<file path="src/arb_pkg.sv">
`default_nettype none

package arb_pkg;

  // default sizes of the arbiter
  parameter int num_in_def     = 4;   // upstream channels
  parameter int data_w_def     = 10;  // word width
  parameter int fifo_depth_def = 2;   // output queue entries, any value >= 1

  // bits needed to index n items, never less than one
  function automatic int idx_w(input int n);
    int w;
    w = (n > 1) ? $clog2(n) : 1;
    return w;
  endfunction

  // bits needed for a count that runs from 0 up to depth inclusive
  function automatic int cnt_w(input int depth);
    int w;
    w = $clog2(depth + 1);
    if (w < 1) begin
      w = 1;
    end
    return w;
  endfunction

endpackage

`default_nettype wire

</file>
<file path="src/skid_buf.sv">
`default_nettype none
`timescale 1ns/1ns

module skid_buf #(
  parameter int data_w = arb_pkg::data_w_def
) (
  input  logic              clk,
  input  logic              rst,
  input  logic              valid_us,
  input  logic [data_w-1:0] data_us,
  output logic              stall_us,
  output logic              valid_ds,
  output logic [data_w-1:0] data_ds,
  input  logic              stall_ds
);

  import arb_pkg::*;

  logic              stall_r;     // stall_ds seen last cycle
  logic              held_valid;
  logic              held_valid_n;
  logic [data_w-1:0] held_data;
  logic              load;

  // upstream only sees the stall one cycle late
  assign stall_us = stall_r & valid_us;

  // word slipping through during the first stalled cycle goes into the holding slot
  assign load = ~held_valid & valid_us & ~stall_r & stall_ds;

  always_comb begin
    if (held_valid) begin
      held_valid_n = stall_ds;    // drains once downstream takes it
    end else begin
      held_valid_n = load;
    end
  end

  // held word always goes first
  // live input is hidden while upstream is being stalled
  assign valid_ds = held_valid | (valid_us & ~stall_r);
  assign data_ds  = held_valid ? held_data : data_us;

  always_ff @(posedge clk or posedge rst) begin
    if (rst) begin
      stall_r    <= 1'b0;
      held_valid <= 1'b0;
    end else begin
      stall_r    <= stall_ds;
      held_valid <= held_valid_n;
    end
  end

  always_ff @(posedge clk) begin
    if (load) begin
      held_data <= data_us;
    end
  end

endmodule

`default_nettype wire

</file>
<file path="src/rr_grant.sv">
`default_nettype none
`timescale 1ns/1ns

module rr_grant #(
  parameter int num_in = arb_pkg::num_in_def,
  parameter int data_w = arb_pkg::data_w_def
) (
  input  logic                           clk,
  input  logic                           rst,
  input  logic [num_in-1:0]              cand_valid,
  input  logic [num_in-1:0][data_w-1:0]  cand_data,
  output logic [num_in-1:0]              cand_stall,
  input  logic                           full,
  output logic                           wr_en,
  output logic [data_w-1:0]              wr_data
);

  import arb_pkg::*;

  localparam int ptr_w = idx_w(num_in);

  logic [ptr_w-1:0]  base;        // first input looked at this cycle
  logic [ptr_w-1:0]  base_n;
  logic [num_in-1:0] gnt;         // one-hot, or zero
  logic              found;
  logic [data_w-1:0] sel_data;

  // scan base, base+1, ... and take the first valid candidate
  always_comb begin
    int idx;
    idx      = 0;
    gnt      = '0;
    found    = 1'b0;
    sel_data = '0;
    for (int k = 0; k < num_in; k++) begin
      idx = int'(base) + k;
      if (idx >= num_in) begin
        idx = idx - num_in;       // wrap around the channel count
      end
      if (!found && cand_valid[idx]) begin
        found    = 1'b1;
        sel_data = cand_data[idx];
        if (!full) begin
          gnt[idx] = 1'b1;
        end
      end
    end
  end

  assign wr_en   = found & ~full;   // nothing goes in while the queue is full
  assign wr_data = sel_data;

  // every waiting candidate that lost is held back
  assign cand_stall = cand_valid & ~gnt;

  // base moves by one per grant, not past the winner
  always_comb begin
    base_n = base;
    if (wr_en) begin
      if (base == ptr_w'(num_in - 1)) begin
        base_n = '0;
      end else begin
        base_n = base + 1'b1;
      end
    end
  end

  always_ff @(posedge clk or posedge rst) begin
    if (rst) begin
      base <= '0;
    end else begin
      base <= base_n;
    end
  end

endmodule

`default_nettype wire

</file>
<file path="src/out_fifo.sv">
`default_nettype none
`timescale 1ns/1ns

module out_fifo #(
  parameter int data_w = arb_pkg::data_w_def,
  parameter int depth  = arb_pkg::fifo_depth_def
) (
  input  logic              clk,
  input  logic              rst,
  input  logic              wr_en,
  input  logic [data_w-1:0] wr_data,
  input  logic              rd_en,
  output logic [data_w-1:0] rd_data,
  output logic              full,
  output logic              empty
);

  import arb_pkg::*;

  localparam int ptr_w = idx_w(depth);
  localparam int c_w   = cnt_w(depth);

  logic [data_w-1:0] mem [depth];
  logic [ptr_w-1:0]  rd_ptr;
  logic [ptr_w-1:0]  wr_ptr;
  logic [c_w-1:0]    count;       // entries currently held
  logic [c_w-1:0]    count_n;
  logic              wr_ok;
  logic              rd_ok;

  // step a pointer, wrapping at depth since depth need not be a power of two
  function automatic logic [ptr_w-1:0] ptr_inc(input logic [ptr_w-1:0] p);
    logic [ptr_w-1:0] q;
    if (p == ptr_w'(depth - 1)) begin
      q = '0;
    end else begin
      q = p + 1'b1;
    end
    return q;
  endfunction

  assign full  = (count == c_w'(depth));
  assign empty = (count == '0);

  assign wr_ok = wr_en & ~full;   // write into a full queue is dropped
  assign rd_ok = rd_en & ~empty;  // read of an empty queue does nothing

  assign rd_data = mem[rd_ptr];   // head is always on the output

  always_comb begin
    case ({wr_ok, rd_ok})
      2'b10:   count_n = count + 1'b1;
      2'b01:   count_n = count - 1'b1;
      default: count_n = count;   // both or neither
    endcase
  end

  always_ff @(posedge clk or posedge rst) begin
    if (rst) begin
      rd_ptr <= '0;
      wr_ptr <= '0;
      count  <= '0;
    end else begin
      if (wr_ok) begin
        wr_ptr <= ptr_inc(wr_ptr);
      end
      if (rd_ok) begin
        rd_ptr <= ptr_inc(rd_ptr);
      end
      count <= count_n;
    end
  end

  // storage
  always_ff @(posedge clk) begin
    if (wr_ok) begin
      mem[wr_ptr] <= wr_data;
    end
  end

endmodule

`default_nettype wire

</file>
<file path="src/stall_arbiter.sv">
`default_nettype none
`timescale 1ns/1ns

module stall_arbiter #(
  parameter int num_in     = arb_pkg::num_in_def,
  parameter int data_w     = arb_pkg::data_w_def,
  parameter int fifo_depth = arb_pkg::fifo_depth_def
) (
  input  logic                          clk,
  input  logic                          rst,
  input  logic [num_in-1:0]             valid_us,
  input  logic [num_in-1:0][data_w-1:0] data_us,
  output logic [num_in-1:0]             stall_us,
  output logic                          valid_ds,
  output logic [data_w-1:0]             data_ds,
  input  logic                          stall_ds
);

  import arb_pkg::*;

  logic [num_in-1:0]             cand_valid;
  logic [num_in-1:0][data_w-1:0] cand_data;
  logic [num_in-1:0]             cand_stall;
  logic                          wr_en;
  logic [data_w-1:0]             wr_data;
  logic                          rd_en;
  logic [data_w-1:0]             rd_data;
  logic                          full;
  logic                          empty;

  // input stage, one skid per channel
  for (genvar i = 0; i < num_in; i++) begin : g_in
    skid_buf #(
      .data_w (data_w)
    ) u_skid_buf (
      .clk      (clk),
      .rst      (rst),
      .valid_us (valid_us[i]),
      .data_us  (data_us[i]),
      .stall_us (stall_us[i]),
      .valid_ds (cand_valid[i]),
      .data_ds  (cand_data[i]),
      .stall_ds (cand_stall[i])
    );
  end

  // grant stage
  rr_grant #(
    .num_in (num_in),
    .data_w (data_w)
  ) u_rr_grant (
    .clk        (clk),
    .rst        (rst),
    .cand_valid (cand_valid),
    .cand_data  (cand_data),
    .cand_stall (cand_stall),
    .full       (full),
    .wr_en      (wr_en),
    .wr_data    (wr_data)
  );

  // output queue
  out_fifo #(
    .data_w (data_w),
    .depth  (fifo_depth)
  ) u_out_fifo (
    .clk     (clk),
    .rst     (rst),
    .wr_en   (wr_en),
    .wr_data (wr_data),
    .rd_en   (rd_en),
    .rd_data (rd_data),
    .full    (full),
    .empty   (empty)
  );

  assign valid_ds = ~empty;
  assign data_ds  = rd_data;
  assign rd_en    = valid_ds & ~stall_ds;  // pop on each delivered word

endmodule

`default_nettype wire

</file>
<file path="config.mk">
export PLATFORM = sky130hd
export DESIGN_NAME = stall_arbiter
export DESIGN_NICKNAME = d
export VERILOG_FILES = /design/src/arb_pkg.sv /design/src/skid_buf.sv /design/src/rr_grant.sv /design/src/out_fifo.sv /design/src/stall_arbiter.sv
export SDC_FILE = /design/constraint.sdc
export NUM_CORES = 1
export LEC_CHECK = 0
export ABC_AREA = 1
export BUFFER_PORTS_ARGS = -buffer_cell sky130_fd_sc_hd__buf_4
export CAP_MARGIN = 20
export CELL_PAD_IN_SITES_DETAIL_PLACEMENT = 1
export CELL_PAD_IN_SITES_GLOBAL_PLACEMENT = 2
export CORE_ASPECT_RATIO = 2
export CORE_MARGIN = 1
export CORE_UTILIZATION = 31
export CTS_CLUSTER_DIAMETER = 60
export CTS_CLUSTER_SIZE = 24
export DETAILED_ROUTE_END_ITERATION = 7
export GPL_TIMING_DRIVEN = 0
export HOLD_SLACK_MARGIN = 0.06
export PLACE_DENSITY = 0.77
export SLEW_MARGIN = 0
export SYNTH_ARGS = -nofsm -noshare
export SYNTH_HDL_FRONTEND = slang
export SYNTH_SLANG_ARGS = --single-unit
</file>
<file path="constraint.sdc">
create_clock -name clk -period 3 [get_ports clk]
set_clock_uncertainty 0.1 [all_clocks]
set_input_delay 0.6 -clock clk [delete_from_list [all_inputs] [get_ports clk]]
set_output_delay 0.6 -clock clk [all_outputs]
set_load 0.03 [all_outputs]
</file>
==> results by group, run 1 <==
Placement
  – Final HPWL DP: 12.9 mm
  – Number of port buffers: 61
  – Post-placement cell count: 872
  – RePlAce Congestion: just under 0.9

STA
  – Number of hold-slack violations in the final timing report: 0
  – Period Utilization, post-route: 95.6%
  – Number of pins exceeding their max-slew limit in the final report: 0
  – Setup violators final: 0
  – Minimum clock period after layout: 2.87 ns
  – Slew @ Worst Pin: between 0.7 and 0.8 ns
  – Unrepaired setup endpoints after global routing: false
  – Remaining max-slew budget at the tightest pin: a little under half
  – Maximum achievable frequency: 349 MHz

CTS
  – Buffers from clock root to sink, at most: 2
  – Clock H-tree levels: 3
  – Root buffer selected by CTS: sky130_fd_sc_hd__clkbuf_16
  – Reg clk slew, reported paths: 0.06 ns
  – Number of hold buffers added after cts: 0
  – Number of buffers created by CTS: 9
  – CTS sink cnt: between 70 and 80
  – Clock latency on the worst-skew pair: 0.35 ns
  – CTS tree: built

Global routing
  – GRT Total Usage: between 20 and 25%
  – Global-route congestion overflow total: 0
  – Highest-utilization routing layer at the global route stage: met2
  – First-pass GRT wire length: 25.7 mm
  – Met3 capacity usage during global routing: 2.50%
  – Met2 layer usage reported by global route: 41.4%
  – Via count of the first global-routing pass: 4715
  – Initial antenna violation count: 0
  – Global-route met1 utilization: a little under a quarter
  – Largest net degree at the start of global routing: 22

Route
  – Total wire length: 16.5 mm
  – Via density per instance: 5.07
  – Remaining number of nets flagged by the antenna check after routing: 0
  – Vias after detailed routing: 4504
  – Number of detailed-routing iterations run before antenna repair: 5
  – Detailed router's first-iteration violation count: 260
  – Number of remaining DRC errors: 0
  – Routed wire length per instance: 18.5 um

Setup path
  – Kind of start point of the critical path: flip-flop
  – CP max FO: 13
  – Kind of capture point of the worst setup path: flip-flop
  – Arrival time at the worst endpoint: 2.99 ns
  – Data required time at the worst endpoint: about 3.1 ns
  – Class of the most critical setup path: flip-flop to flip-flop

Finish
  – Layout net count: approximately 740
  – Post-route non-filler standard cell count: 889
  – Number of antenna repair diodes: 0
  – Proportion of layout cells with a drive suffix above 1: about a quarter
  – Synthesis-to-layout area growth: 22.6%

Flow run
  – Max cap viols: 0

Die
  – DIE WIDTH: 90.4 um
  – Overall die area: 16200 sq um
  – Cell Rows: 64
  – Vertical die dimension: 179 um
  – Core region area: ~15000 sq um
  – Total I/O pin count: 62
  – Initial Util: 31.7%

Synth
  – Mean instance size in the synthesized netlist: 7.90 sq um
  – Sequential area share after synthesis: about 44%
  – EDFF count, synth: 60
  – Dominant register cell in the synthesized netlist: sky130_fd_sc_hd__edfxtp_1
  – Number of instances in the synthesized netlist: 613
  – Unique masters post-synth: 31
  – Warning count from the yosys run: 0
  – Syn_nets: 669
  – Proportion of synthesized flip-flops having asynchronous set or reset: 18.9%
  – Number of synthesized register bits: 74
  – Cell area after technology mapping: 4840 sq um

Hold path
  – Min-Delay Path Class: primary input to asynchronous set/reset pin

Outcome
  – Run status: complete, no violations
==> cells in the mapped netlist (all sizes together), types with 8 or more instances <==
cell type | count | area, sq um
mux2 | 10 | 113
nand4 | 13 | 109
clkbuf | 14 | 52.6
nand2 | 211 | 812
ha | 9 | 113
o21ai | 33 | 165
buf | 21 | 126
nand3 | 109 | 576
a21boi | 8 | 60.1
a21oi | 12 | 60.1
inv | 39 | 146
nor2 | 23 | 110
dfrtp | 14 | 350
or2 | 32 | 200
edfxtp | 60 | 1800
==> layout by cell type (no fill, tap or decap), drive strengths merged <==
cell type	Yosys	final
nand2	211	211
nand3	109	109
buf	21	85
edfxtp	60	60
inv	39	39
o21ai	33	33
or2	32	32
nor2	23	23
clkbuf	14	22
dfrtp	14	14
nand4	13	13
a21oi	12	12
mux2	10	10
ha	9	9
a21boi	8	8
clkinv	0	4
xor2	2	2
nor3	1	1
and3	1	1
xnor2	1	1
bufinv	0	1
clkinvlp	0	1
==> critical path, cell delays in order, from the launching register on <==
cell	delay (ns)
sky130_fd_sc_hd__dfrtp_2	0.45
sky130_fd_sc_hd__buf_4	0.18
sky130_fd_sc_hd__inv_2	0.11
sky130_fd_sc_hd__buf_4	0.27
sky130_fd_sc_hd__ha_4	0.26
sky130_fd_sc_hd__inv_1	0.14
sky130_fd_sc_hd__nand3_2	0.11
sky130_fd_sc_hd__nand2_4	0.14
sky130_fd_sc_hd__nor2_8	0.07
sky130_fd_sc_hd__nand4_4	0.09
sky130_fd_sc_hd__nand2_4	0.08
sky130_fd_sc_hd__ha_1	0.32
sky130_fd_sc_hd__a21oi_1	0.11
sky130_fd_sc_hd__o21ai_0	0.12
sky130_fd_sc_hd__xor2_1	0.16
==> metrics by stage <==
step	util (%)	area, sq um	hold WS [ns]	setup TNS, ns	worst slack (ns)
2_1_floorplan	-	4840	0.342	0	0.0431
3_3_place_gp	36.3	5550	0.356	-61.72	-1.05
3_5_place_dp	36.3	5550	0.390	-66.85	-1.15
4_1_cts	38.5	5890	0.254	0	0.0246
5_1_grt	38.8	5940	0.282	0	0.0110
6_report	38.8	5940	0.219	0	0.132
==> flip-flops by register name (all words and copies together), names as in the netlist <==
name	flops
u_out_fifo.wr_ptr	1
g_in.u_skid_buf.held_valid	4
u_out_fifo.count	2
g_in.u_skid_buf.stall_r	4
u_rr_grant.base	2
g_in.u_skid_buf.held_data	40
u_out_fifo.mem	20
u_out_fifo.rd_ptr	1
==> area by class of cell <==
| cell class | instances | area [sq um] |
|---|---|---|
| Sequential cell | 74 | 2150 |
| Tap cell | 198 | 248 |
| Clock inverter | 6 | 67.6 |
| Timing Repair Buffer | 63 | 498 |
| Clock buffer | 10 | 229 |
| Inverter | 39 | 146 |
| Buffer | 34 | 181 |
| Fill cell | 1900 | 9360 |
| Multi-Input combinational cell | 465 | 2420 |
==> cells by family (layout without fill, tap and decap cells) <==
group / Yosys count / after routing / synth area share, %
compound gates: 53 / 53 / 5.89
xor+xnor: 3 / 3 / 0.543
fa+ha+maj: 9 / 9 / 2.33
buf+inv: 74 / 152 / 6.72
flops: 74 / 74 / 44.4
mux: 10 / 10 / 2.33
simple gates: 390 / 390 / 37.8
==> timing repair <==
item	CTS	global route
cloned	0	0
setup endpoints to repair	93	51
pin swaps	0	2
buffers inserted	0	2
resized for setup	15	2
==> per-layer routing <==
metal  vias to the layer above  share of wire (%)
met2                       137                 55
met5                         -                  0
met1                      2147                 38
met3                        29                4.1
met4                         0                3.2
li1                       2191                  -
==> worst paths after layout <==
check	from	end	slack, ns	depth (start not counted)
min	rst	g_in[2].u_skid_buf.stall_r	0.22	2
max	u_rr_grant.base[1]	u_out_fifo.count[1]	0.13	14
max in group asynchronous	rst	u_rr_grant.base[1]	2.16	2
min reg2reg	u_out_fifo.wr_ptr	u_out_fifo.wr_ptr	0.40	2
max reg2reg	u_rr_grant.base[1]	u_out_fifo.count[1]	0.13	14
min in group clk	data_us[6]	g_in[0].u_skid_buf.held_data[6]	0.33	1
Power of run 1 is left out: the tool's default activity adds up to more than one toggle a clock period on the data nets, which glitch-free logic cannot reach.
==> inputs of run 2 (changes only) <==
--- a/config.mk
+++ b/config.mk
@@ -5,14 +5,13 @@
 export SDC_FILE = /design/constraint.sdc
 export NUM_CORES = 1
 export LEC_CHECK = 0
-export ABC_AREA = 1
 export BUFFER_PORTS_ARGS = -buffer_cell sky130_fd_sc_hd__buf_4
 export CAP_MARGIN = 20
 export CELL_PAD_IN_SITES_DETAIL_PLACEMENT = 1
 export CELL_PAD_IN_SITES_GLOBAL_PLACEMENT = 2
 export CORE_ASPECT_RATIO = 2
 export CORE_MARGIN = 1
-export CORE_UTILIZATION = 31
+export CORE_UTILIZATION = 35
 export CTS_CLUSTER_DIAMETER = 60
 export CTS_CLUSTER_SIZE = 24
 export DETAILED_ROUTE_END_ITERATION = 7
==> run 2 against run 1 <==
Effect of this change:
- maximum frequency down 3.9%
- die area shrank 9.4%
- wire length is 10% lower
- area after synthesis grew 2.1%
- worst setup slack got worse by 0.12 ns
- register-to-register slack got worse by 0.12 ns
- global-route usage decreased by 0.090 points
- critical path depth shrank 4
- synthesized cell count is 30% lower
- critical endpoint is now g_in[1].u_skid_buf.held_data[5]
==> results by group, run 2 <==
Synth
  – Share of synthesized cell area in full adder, half adder and majority cells: 2.28% (was 2.32%)
  – Post-Synth XOR/XNOR Area: 0.885% (was 0.542%)
  – Commonest cells in the netlist: sky130_fd_sc_hd__mux2i_1, sky130_fd_sc_hd__edfxtp_1, sky130_fd_sc_hd__nand2_1, sky130_fd_sc_hd__mux2_2 (was sky130_fd_sc_hd__nand2_1, sky130_fd_sc_hd__nand3_1, sky130_fd_sc_hd__edfxtp_1, sky130_fd_sc_hd__inv_1, sky130_fd_sc_hd__or2_2)
  – Sequential area share after synthesis: 43.5% (was 44.4%)
  – Share of synthesized area spent on multiplexers: 23.2% (was 2.32%)
  – Proportion of synthesized flip-flops having asynchronous set or reset: 18.9% (unchanged)
  – Number of synthesized register bits: 74 (unchanged)
  – Dominant cell by count in the synthesized netlist: sky130_fd_sc_hd__mux2i_1 (was sky130_fd_sc_hd__nand2_1)
  – Unique masters post-synth: 56 (was 31)
  – Dominant register cell in the synthesized netlist: sky130_fd_sc_hd__edfxtp_1 (unchanged)
  – EDFF count, synth: 60 (unchanged)
  – Number of instances in the synthesized netlist: 428 (was 613)
  – Share of the synthesized area in the top cell type: 36.4% (was 37.2%)
  – Area share of and/or/nand/nor cells after synthesis: 12.9% (was 37.8%)
  – Main combinational cell family by area after synthesis: multiplexers (was simple AND/OR/NAND/NOR gates)
  – Mean instance size in the synthesized netlist: 11.6 sq um (was 7.90 sq um)
  – Synth area leader: sky130_fd_sc_hd__edfxtp_1 (unchanged)
  – Top cells by area, synth: sky130_fd_sc_hd__edfxtp_1, sky130_fd_sc_hd__mux2i_1, sky130_fd_sc_hd__dfrtp_1 (was sky130_fd_sc_hd__edfxtp_1, sky130_fd_sc_hd__nand2_1, sky130_fd_sc_hd__nand3_1)
  – Cell area after technology mapping: 4950 sq um (was 4840 sq um)
  – Synthesized-area fraction occupied by ao, oa, aoi and oai cells: 12.9% (was 5.89%)
  – Syn_nets: 484 (was 669)
  – Warning count from the yosys run: 0 (unchanged)

CTS
  – Clock latency on the worst-skew pair: 0.35 ns (about the same)
  – Reg clk slew, reported paths: 0.07 ns (was 0.06 ns)
  – Number of hold buffers added after cts: 0 (unchanged)
  – CTS tree: built (unchanged)
  – Root buffer selected by CTS: sky130_fd_sc_hd__clkbuf_16 (unchanged)
  – Clock H-tree levels: 3 (unchanged)
  – Buffers from clock root to sink, at most: 2 (unchanged)
  – Number of buffers created by CTS: 9 (unchanged)
  – CTS sink cnt: 74 (unchanged)

Setup path
  – Logic depth of the worst register-to-register path: 10 (was 14)
  – Class of the most critical setup path: flip-flop to flip-flop (unchanged)
  – Kind of capture point of the worst setup path: flip-flop (unchanged)
  – Arrival time at the worst endpoint: 2.95 ns (was 2.99 ns)
  – CP max FO: 13 (unchanged)
  – Kind of start point of the critical path: flip-flop (unchanged)
  – Setup slack, reg-to-reg: 0.02 ns (was 0.13 ns)
  – Data required time at the worst endpoint: 2.96 ns (was 3.12 ns)
  – Critical R2R Capture: g_in[1].u_skid_buf.held_data[5] (was u_out_fifo.count[1])
  – Beginning of the worst register-to-register path: u_rr_grant.base[1] (unchanged)

Route
  – Via density per instance: 5.46 (was 5.07)
  – Routed wire length per instance: 20.8 um (was 18.5 um)
  – Number of remaining DRC errors: 0 (unchanged)
  – Detailed router's first-iteration violation count: 229 (was 260)
  – Remaining number of nets flagged by the antenna check after routing: 0 (unchanged)
  – Vias after detailed routing: 3898 (was 4504)
  – Number of detailed-routing iterations run before antenna repair: 4 (was 5)
  – Total wire length: 14.8 mm (was 16.5 mm)

Global routing
  – First-pass GRT wire length: 23.2 mm (was 25.7 mm)
  – GRT Total Usage: 21.4% (was 21.5%)
  – Via count of the first global-routing pass: 4186 (was 4715)
  – Initial antenna violation count: 0 (unchanged)
  – Largest net degree at the start of global routing: 15 (was 22)
  – Global-route congestion overflow total: 0 (unchanged)

Finish
  – Final design instance area without fill: 6310 sq um (was 5940 sq um)
  – Proportion of layout cells with a drive suffix above 1: 35.6% (was 23.7%)
  – Fill cells: 1470 (was 1900)
  – Post-route non-filler standard cell count: 714 (was 889)
  – Leading cell types in the layout, fill and taps excluded: sky130_fd_sc_hd__buf_4, sky130_fd_sc_hd__mux2i_1, sky130_fd_sc_hd__edfxtp_1, sky130_fd_sc_hd__nand2_1, sky130_fd_sc_hd__mux2_2 (was sky130_fd_sc_hd__nand2_1, sky130_fd_sc_hd__nand3_1, sky130_fd_sc_hd__buf_4, sky130_fd_sc_hd__edfxtp_1, sky130_fd_sc_hd__inv_1)
  – Register name with the most flops: g_in.u_skid_buf.held_data (unchanged)
  – Commonest non-fill, non-tap cell in the layout: sky130_fd_sc_hd__buf_4 (was sky130_fd_sc_hd__nand2_1)
  – Max reg flops: 40 (unchanged)
  – Registers with the highest flip-flop counts: g_in.u_skid_buf.held_data: 40 flops, u_out_fifo.mem: 20 flops (unchanged)
  – Number of antenna repair diodes: 0 (unchanged)
  – Synthesis-to-layout area growth: 27.6% (was 22.6%)
  – Finished Core Util: 45.7% (was 38.8%)
  – Layout net count: 576 (was 742)

Hold path
  – Min-Delay Path Class: primary input to asynchronous set/reset pin (unchanged)

STA
  – Setup TNS Final: 0 ns (unchanged)
  – Remaining max-slew budget at the tightest pin: 55.1% (was 47.8%)
  – Number of hold-slack violations in the final timing report: 0 (unchanged)
  – Setup violators final: 0 (unchanged)
  – Maximum achievable frequency: 335 MHz (was 349 MHz)
  – Slew @ Worst Pin: 0.670 ns (was 0.783 ns)
  – Period Utilization, post-route: 99.4% (was 95.6%)
  – Minimum clock period after layout: 2.98 ns (was 2.87 ns)
  – Number of pins exceeding their max-slew limit in the final report: 0 (unchanged)

Outcome
  – Run status: complete, no violations (unchanged)

Placement
  – Placed Instance Area: 5730 sq um (was 5550 sq um)
  – RePlAce Congestion: 0.876 (was 0.885)
  – Final HPWL DP: 11.5 mm (was 12.9 mm)
  – Number of port buffers: 61 (unchanged)
  – Post-placement cell count: 678 (was 872)

Die
  – Overall die area: 14600 sq um (was 16200 sq um)
  – Core region area: 13800 sq um (was 15300 sq um)
  – Cell Rows: 61 (was 64)
  – Initial Util: 35.8% (was 31.7%)
  – Vertical die dimension: 170 um (was 179 um)
  – DIE WIDTH: 86.1 um (was 90.4 um)
  – Total I/O pin count: 62 (unchanged)

Power and ir drop
  – Post-layout total power: 8.64 mW
  – Pwr dens: 1370 nW/um^2
  – Static Leak: 2.57 nW
  – Worst voltage drop across the vdd grid: about 0.54 mV

Flow run
  – Max cap viols: 0 (unchanged)
[run 2: worst max-delay path by stage]
stage                                   from                               to  slack (ns)  cells past startpoint
after global routing      u_rr_grant.base[1]  g_in[1].u_skid_buf.held_data[2]       -0.06                     10
after global placement    u_rr_grant.base[1]  g_in[1].u_skid_buf.held_data[8]       -0.76                      8
after floorplan           u_rr_grant.base[0]  g_in[1].u_skid_buf.held_data[0]        0.04                     10
after CTS                 u_rr_grant.base[0]  g_in[0].u_skid_buf.held_data[6]        0.03                     11
after detailed placement  u_rr_grant.base[1]  g_in[1].u_skid_buf.held_data[8]       -0.80                      8
final                     u_rr_grant.base[1]  g_in[1].u_skid_buf.held_data[5]        0.02                     10
[run 2: per-layer routing]
metal  wire length [um]  up-vias  part of all wire (%)  GRT usage [%]
met5                  0        -                     0              0
met4                448        0                   3.0           9.71
met3                425       33                   2.9           2.91
met2               8260       96                    56           39.9
met1               5700     1942                    38           23.3
li1                   -     1827                     -              -
[run 2: final cells by class]
type / instances / area (sq um) / area share (%)
plain buffers: 30 / 224 / 3.55
clock buffers: 9 / 225 / 3.57
clock inverters: 7 / 77.6 / 1.23
inverters: 7 / 33.8 / 0.535
multi-input cells: 316 / 2680 / 42.4
flip-flops and latches: 74 / 2150 / 34.1
well taps: 189 / 236 / 3.75
repair buffers: 82 / 683 / 10.8
[run 2: cell families after synthesis]
group	Yosys count
AO/OA/AOI/OAI	86
XOR/XNOR	5
adder cells (fa/ha/maj)	9
buffers and inverters	38
flip-flops	74
multiplexers	97
AND/OR/NAND/NOR	119
[run 2: per-stage QoR]
| stage | worst slack (ns) | hold slack (ns) |
|---|---|---|
| floorplan | 0.0398 | 0.356 |
| global placement | -0.758 | 0.371 |
| detailed placement | -0.803 | 0.383 |
| CTS | 0.0303 | 0.234 |
| global route | -0.0594 | 0.261 |
| finish | 0.0171 | 0.209 |
[run 2: report_power, final]
part | internal, mW | leakage (nW) | switching (mW)
Clock | 0.650 | 0.148 | 0.459
Sequential | 1.68 | 0.719 | 0.166
Combinational | 2.31 | 1.71 | 3.37
Total | 4.65 | 2.57 | 3.99
[run 2: repair_timing]
| item | in CTS | in global routing |
|---|---|---|
| resized for setup | 13 | 7 |
| cloned | 0 | 1 |
| pin swaps | 3 | 5 |
| endpoints found under the setup margin | 76 | 50 |
| buffers inserted | 7 | 13 |
[run 2: worst max-delay path: stages, from the launching register on]
cell,delay [ns]
sky130_fd_sc_hd__dfrtp_2,0.51
sky130_fd_sc_hd__clkinvlp_4,0.21
sky130_fd_sc_hd__buf_6,0.21
sky130_fd_sc_hd__ha_4,0.31
sky130_fd_sc_hd__mux4_2,0.34
sky130_fd_sc_hd__buf_8,0.17
sky130_fd_sc_hd__nand4_1,0.13
sky130_fd_sc_hd__o21ai_2,0.11
sky130_fd_sc_hd__nor4b_4,0.29
sky130_fd_sc_hd__buf_4,0.17
sky130_fd_sc_hd__clkbuf_16,0.13
No activity file was read; power rests on OpenSTA's default activity.
